===== src/source/avalon_pkg.sv =====
`default_nettype none

package avalon_pkg;

    // master to slave, held stable while waitrequest is high.
    typedef struct packed {
        logic [31:0] address;     // byte address, word aligned.
        logic        read;
        logic        write;
        logic [31:0] writedata;
        logic [3:0]  byteenable;
    } bus_req_t;

    // slave to master.
    typedef struct packed {
        logic [31:0] readdata;    // valid in the cycle waitrequest is low.
        logic        waitrequest;
    } bus_rsp_t;

endpackage

`default_nettype wire


===== src/source/avalon_ram.sv =====
`timescale 1ns/1ps
`default_nettype none

module avalon_ram #(
    parameter int RAM_WORDS   = 64,
    parameter int WAIT_CYCLES = 2
) (
    input  logic                 clk,
    input  logic                 rst_n,
    input  avalon_pkg::bus_req_t bus_req,
    output avalon_pkg::bus_rsp_t bus_rsp,
    input  logic                 inst_input,
    input  logic [7:0]           inst_addr,
    input  logic [31:0]          instruction
);

    localparam int AW = $clog2(RAM_WORDS);
    localparam int CW = $clog2(WAIT_CYCLES + 2);

    logic [31:0]   mem [0:RAM_WORDS-1];
    logic [AW-1:0] bus_idx;
    logic [AW-1:0] load_idx;
    logic [CW-1:0] wait_cnt;
    logic          strobe;
    logic          stall;

    assign bus_idx  = bus_req.address[AW+1:2];  // upper bits wrap.
    assign load_idx = AW'(inst_addr >> 2);
    assign strobe   = bus_req.read || bus_req.write;
    assign stall    = strobe && (wait_cnt < CW'(WAIT_CYCLES));

    // counts wait cycles, back to zero once the transfer completes.
    always_ff @(posedge clk or negedge rst_n) begin
        if (!rst_n) begin
            wait_cnt <= '0;
        end else if (stall) begin
            wait_cnt <= wait_cnt + 1'b1;
        end else begin
            wait_cnt <= '0;
        end
    end

    always_ff @(posedge clk) begin
        if (inst_input) begin
            mem[load_idx] <= instruction;  // load port wins.
        end else if (bus_req.write && !stall) begin
            for (int b = 0; b < 4; b++) begin
                if (bus_req.byteenable[b]) begin
                    mem[bus_idx][8*b +: 8] <= bus_req.writedata[8*b +: 8];
                end
            end
        end
    end

    always_comb begin
        bus_rsp.readdata    = mem[bus_idx];
        bus_rsp.waitrequest = stall;
    end

endmodule

`default_nettype wire


===== config.mk =====
export PLATFORM = sky130hd
export DESIGN_NAME = avalon_ram
export DESIGN_NICKNAME = d
export VERILOG_FILES = /design/src/source/avalon_pkg.sv /design/src/source/avalon_ram.sv
export SDC_FILE = /design/constraint.sdc
export NUM_CORES = 2
export LEC_CHECK = 0
export ABC_CLOCK_PERIOD_IN_PS = 3900
export BUFFER_PORTS_ARGS = -buffer_cell sky130_fd_sc_hd__buf_2
export CAP_MARGIN = 10
export CORE_ASPECT_RATIO = 0.9
export CORE_MARGIN = 10
export CORE_UTILIZATION = 55
export CTS_BUF_LIST = sky130_fd_sc_hd__clkbuf_2 sky130_fd_sc_hd__clkbuf_4 sky130_fd_sc_hd__clkbuf_8
export CTS_CLUSTER_SIZE = 40
export DETAILED_ROUTE_END_ITERATION = 10
export GPL_ROUTABILITY_DRIVEN = 0
export MAX_ROUTING_LAYER = met4
export PLACE_DENSITY = 0.71
export SLEW_MARGIN = 20
export SYNTH_ARGS = -nofsm -noshare
export SYNTH_HDL_FRONTEND = slang
export SYNTH_SLANG_ARGS = --single-unit
export TNS_END_PERCENT = 50

===== constraint.sdc =====
create_clock -name clk -period 3.9 [get_ports clk]
set_input_delay 0.195 -clock clk [delete_from_list [all_inputs] [get_ports clk]]
set_output_delay 0.195 -clock clk [all_outputs]
set_load 0.02 [all_outputs]

# Word level (Yosys, flattened, before mapping)

Memory sizes are Yosys's and may differ from the RTL's.
Index checks and enable logic that the tools add are counted.

Word-level logic and storage cells: 31
Bits in writable memories: 2,048
Memories kept: 1
Output and inout port bits: 33
Input port bits: 113
Register bits after elaboration: 2

$lt $le $gt $ge: 1
Reductions and logical operators: 5
Mux-type cells: 22
Add/sub/neg operators: 1

Memory list:

| memory | depth | width | rd ports | clocked after Yosys merged registers in | wr ports | RTL line         | source |
|---|---|---|---|---|---|---|---|
| mem    | 64    | 32    | 1        | 0                                       | 1        | avalon_ram.sv:20 | `logic [31:0] mem [0:RAM_WORDS-1];` |

Operators by type and width:

| cell                | number |
|---|---|
| $mux 32             | 1 |
| $reduce_or 32->1    | 1 |
| $mux 1              | 18 |
| $mux 6              | 1 |
| $mux 4              | 1 |
| $add 2x1->2 const B | 1 |
| $logic_and 1x1->1   | 2 |
| $lt 2x2->1 const B  | 1 |
| $mux 2              | 1 |
| $logic_not 1->1     | 1 |
| $logic_or 1x1->1    | 1 |

# Logic depth before layout (Yosys ltp)

Depth in word-level cells: 9
Depth in mapped cells: 9

# Worst setup path after synthesis

OpenSTA, ideal clock, no wires.

Path kind: flip-flop to flip-flop
From: register wait_cnt[1]
To: memory mem[0][10] (data pin)
Data required time: 3.548 ns
Arrival: 2.276 ns
Cell stages (with the launch flop): 7
Setup slack: 1.272 ns
Period minus slack after synthesis: 2.628 ns
Cells stage by stage: dfrtp_1 > nand2_1 > nor3_2 > buf_4 > buf_2 > buf_2 > mux2_1

Cells in the longest elaborated chain, start to end: 9
Elaborated cells on any way between the ends: 18

RTL lines:

| what                         | RTL line         | source |
|---|---|---|
| start, declared              | avalon_ram.sv:23 | `logic [CW-1:0] wait_cnt;` |
| start signal, assigned       | avalon_ram.sv:37 | `wait_cnt <= wait_cnt + 1'b1;` |
| $lt 2x2->1 *                 | avalon_ram.sv:30 | `assign stall = strobe && (wait_cnt < CW'(WAIT_CYCLES));` |
| $logic_and 1x1->1 *          | avalon_ram.sv:30 |  |
| $logic_not 1->1 *            | avalon_ram.sv:46 | `end else if (bus_req.write && !stall) begin` |
| $logic_and 1x1->1 *          | avalon_ram.sv:46 |  |
| $mux 1                       | avalon_ram.sv:46 |  |
| $mux 1                       | avalon_ram.sv:44 | `if (inst_input) begin` |
| $mux 1 (implied by the code) | avalon_ram.sv:49 | `mem[bus_idx][8*b +: 8] <= bus_req.writedata[8*b +: 8];` |
| $reduce_or 32->1 (no line) * | -                |  |
| $mux 32 (no line) *          | -                |  |
| end, declared                | avalon_ram.sv:20 |  |

Every way passes the cells marked *; elsewhere a longest branch is shown, timed or not.

# Worst setup path after layout

From: register wait_cnt[1]
To: memory mem[20][13] (data pin)

Same word-level chain as after synthesis.

==> reports/summary.md <==
The flow ran to the end, and the final reports show no timing, DRC or antenna violations. The DRC violation total after the first TritonRoute iteration was 5381; the wire length of the first global-routing pass was 286000 um. In the routed design, unresolved DRC markers number 0. The worst setup path is launched from a flop. The tools report the hold-fix buffer count after cts as 48. In this run the worst path has a maximum fanout of 31. Post-CTS timing repair inserted 0 buffers for setup. The power density over cell area was 498 mW/mm^2. After floorplanning, the core was divided into 132 placement rows.

The synthesis-to-finish area growth came out at 14.1%. The capturing element type of the critical path was a flop. TritonCTS built the clock tree.

The tools report the pin count of the biggest net entering global routing as 94. The tools report the number of cells upsized or downsized after cts as 0. The share of the clock period used by the worst path is 0.945, and the post-synth design cell area is 0.0795 mm^2. After synthesis the netlist holds a flip-flop and latch count of 2050. Data arrives at the worst endpoint at 4.34 ns. The fraction of final layout cells sized beyond drive strength 1 came out at 0.336. Before antenna repair, the detailed router went through 6 iterations.

The clock period minus final worst setup slack came out at 3.69 ns. For this block, the via count after detailed routing is 40800. In the final routed layout, each cell accounts on average for 30.7 um. The floorplan step set the die height to 381 um. From left edge to right edge, the die measures 421 um. The logs give 0 for the number of max-slew violations in the final report and 0 for the final hold violation count. For this design the top-level I/O count stands at 146. After detailed routing, the number of vias per cell comes to 6.38. The worst vdd rail ir drop came out at 353 uV. For the pin with the worst max-slew slack, the measured transition is 1.18 ns.

The worst min-delay path category was in -> reg. After clock tree synthesis, the clock-pin slew on the worst setup and hold paths is 0.06 ns. The run gives 4 as the largest buffer count on any clock path. The critical path required time is 4.56 ns, and the number of clock sinks is 2050.

By startpoint and endpoint, the worst setup path is classified as reg -> reg. The worst hold slack after final layout was 0.0923 ns; the residual overflow from global routing was 0. The H-tree was split into 5 levels. Yosys warning count: 0. The run gives 196000 um as the post-detailed-routing wire length. Counting flops with a built-in enable in the synthesized netlist gives 2048.

The via count of the first global-routing pass was 41000. The cell count after synthesis came out at 3666. The most used flip-flop cell after synthesis is sky130_fd_sc_hd__edfxtp_1.

On the worst path, the slowest cell contributes a delay of 1.32 ns. The logs give 0.774 for the post-synthesis sequential area ratio and 0 for the count of nets left with antenna violations after detail routing. The mean instance size in the synthesized netlist is 21.7 um^2.

Setup repair after global routing left no endpoint under its margin. The aggregate negative setup slack was 0 ns. Setup violations remaining at the end of the flow were counted as 0.

Post-synthesis async set-or-reset flop share: 0.000976. The worst slew slack as a fraction of its limit is 0.208, and the final setup skew is 0.0648 ns. The number of violations of the max-capacitance limit is 0. For this run, the post-layout net count is 4331. The HPWL after detailed placement is 122000 um. Clock latency on the worst-skew pair, taken at its later pin, is 1.04 ns.

The floorplan die area was 0.160 mm^2. The total core area came out at 0.144 mm^2. The tools report the number of unique standard cell types used by synthesis as 48. The clock root buffer was sky130_fd_sc_hd__clkbuf_8.

The total routing resource utilization after global routing is 0.253. The port buffer count was 117; the total leakage power was 28.9 nW. For this run, the top clock speed supported by timing is 271 MHz. The initial core utilization came out at 0.553.

The initial antenna violation count is 9, and the total CTS buffers is 324. The largest individual stage delay along the critical path comes from the cell sky130_fd_sc_hd__dlygate4sd3_1. Counting every net in the synthesized netlist gives 3779. The signal on the critical path passes through nand2_1 -> nor3_4 -> buf_12 -> buf_4 -> mux2_2 -> dlygate4sd3_1.
[synthesized netlist by cell type, types with 3 or more instances]
cell type,number,area share
sky130_fd_sc_hd__clkbuf_1,107,0.0050
sky130_fd_sc_hd__mux2i_1,67,0.0084
sky130_fd_sc_hd__a22o_1,42,0.0046
sky130_fd_sc_hd__a221oi_1,57,0.0063
sky130_fd_sc_hd__edfxtp_1,2048,0.77
sky130_fd_sc_hd__or2_1,8,0.00063
sky130_fd_sc_hd__inv_1,5,0.00024
sky130_fd_sc_hd__mux4_2,507,0.14
sky130_fd_sc_hd__o21ai_1,9,0.00057
sky130_fd_sc_hd__a31oi_1,12,0.00094
sky130_fd_sc_hd__a21oi_1,75,0.0047
sky130_fd_sc_hd__nand3_1,3,0.00019
sky130_fd_sc_hd__nor4bb_1,4,0.00050
sky130_fd_sc_hd__inv_2,3,0.00014
sky130_fd_sc_hd__buf_2,85,0.0053
sky130_fd_sc_hd__buf_6,4,0.00057
sky130_fd_sc_hd__mux2_2,5,0.00071
sky130_fd_sc_hd__o221a_1,3,0.00042
sky130_fd_sc_hd__o22ai_1,58,0.0046
sky130_fd_sc_hd__nor4b_1,3,0.00033
sky130_fd_sc_hd__and2_1,4,0.00031
sky130_fd_sc_hd__o211a_1,7,0.00088
sky130_fd_sc_hd__nor3_1,133,0.0084
sky130_fd_sc_hd__nand2_1,39,0.0018
sky130_fd_sc_hd__nor2b_1,5,0.00039
sky130_fd_sc_hd__mux2_1,30,0.0042
sky130_fd_sc_hd__o21ai_0,11,0.00069
sky130_fd_sc_hd__a211oi_1,6,0.00057
sky130_fd_sc_hd__buf_1,14,0.00066
sky130_fd_sc_hd__nand2b_1,8,0.00063
sky130_fd_sc_hd__nor2_1,199,0.0094
sky130_fd_sc_hd__buf_4,42,0.0040
sky130_fd_sc_hd__or2_0,7,0.00055
sky130_fd_sc_hd__o221ai_1,32,0.0035
[final cells by class]
cell class                 count  area (um^2)
antenna                        9         22.5
timing repair buffer         478         3830
sequential                  2050        61500
multi-input combinational   1356        17000
tap                         1943         2430
clock buffer                 440         5370
clock inverter               106          508
inverter                       8         31.3
fill                        9547        53100
[registers in the layout, summed over array words and instances (netlist names)]
signal	cells
mem	2048
wait_cnt	2
[critical path, delay by kind of cell, from the launching register on]
kind,cells,cell delay (ns)
buffers and inverters,3,2.05
DFF,1,0.36
muxes,1,0.40
and+or+nand+nor,2,0.52
[through the flow]
stage | instances | setup WS (ns) | util | instance area [um^2] | total power, mW
finish | 6390 | 0.215 | 0.631 | 90800 | 45.2
global route | 6389 | 0.110 | 0.631 | 90800 | 46.5
CTS | 6381 | 0.328 | 0.631 | 90700 | 45.4
detailed placement | 5787 | 0.347 | 0.586 | 84400 | 28.6
global placement | 5786 | 0.251 | 0.586 | 84300 | 28.5
floorplan | 3666 | 1.27 | - | 79500 | 27.1
[placed cells by master (no fill, tap or decap), types with 31 or more instances in the layout]
cell                            synthesis  final
sky130_fd_sc_hd__a21oi_1               75     71
sky130_fd_sc_hd__a221oi_1              57     57
sky130_fd_sc_hd__a22o_1                42     42
sky130_fd_sc_hd__buf_12                 0     31
sky130_fd_sc_hd__buf_2                 85    113
sky130_fd_sc_hd__buf_4                 42    283
sky130_fd_sc_hd__clkbuf_4               0    110
sky130_fd_sc_hd__clkbuf_8               0    330
sky130_fd_sc_hd__clkinv_1               0     71
sky130_fd_sc_hd__dlygate4sd3_1          0     48
sky130_fd_sc_hd__edfxtp_1            2048   2048
sky130_fd_sc_hd__mux2_2                 5     35
sky130_fd_sc_hd__mux2i_1               67     64
sky130_fd_sc_hd__mux4_2               507    507
sky130_fd_sc_hd__nand2_1               39     38
sky130_fd_sc_hd__nor2_1               199    194
sky130_fd_sc_hd__nor3_1               133    123
sky130_fd_sc_hd__o221ai_1              32     32
sky130_fd_sc_hd__o22ai_1               58     58
[cell families (layout without fill, tap and decap cells)]
kind of cell | Yosys count | count (layout) | synth area share
compound gates | 323 | 323 | 0.0291
buf+inv | 260 | 1032 | 0.0160
flops | 2050 | 2050 | 0.774
mux | 609 | 609 | 0.157
other cells | 0 | 9 | 0
simple gates | 424 | 424 | 0.0242
[worst paths after layout]
| path | start | end | slack, ns | cells after the start |
|---|---|---|---|---|
| max | wait_cnt[1]$_DFF_PN0_ | mem[20][13]$_DFFE_PP_ | 0.21 | 6 |
| min | bus_req[30] | mem[27][26]$_DFFE_PP_ | 0.09 | 2 |
| max reg2reg | wait_cnt[1]$_DFF_PN0_ | mem[20][13]$_DFFE_PP_ | 0.21 | 6 |
| min reg2reg | wait_cnt[0]$_DFF_PN0_ | wait_cnt[0]$_DFF_PN0_ | 0.45 | 1 |
| max in group asynchronous | rst_n | wait_cnt[1]$_DFF_PN0_ | 3.14 | 4 |
| min in group asynchronous | rst_n | wait_cnt[0]$_DFF_PN0_ | 0.62 | 4 |
[report_power, final]
group,total (mW),internal [mW],switching [mW]
combinational,3.38,1.07,2.31
sequential,24.8,24.8,0.0348
clock,17.0,8.99,7.97
[routing by layer]
metal,wire (um),vias up,GRT usage,part of all wire
li1,-,16700,-,-
met1,74900,21200,0.348,0.38
met2,92500,2408,0.370,0.47
met3,20700,459,0.0529,0.11
met4,8420,0,0.106,0.043
met5,0,-,-,0
No activity file was read; power rests on OpenSTA's default activity.
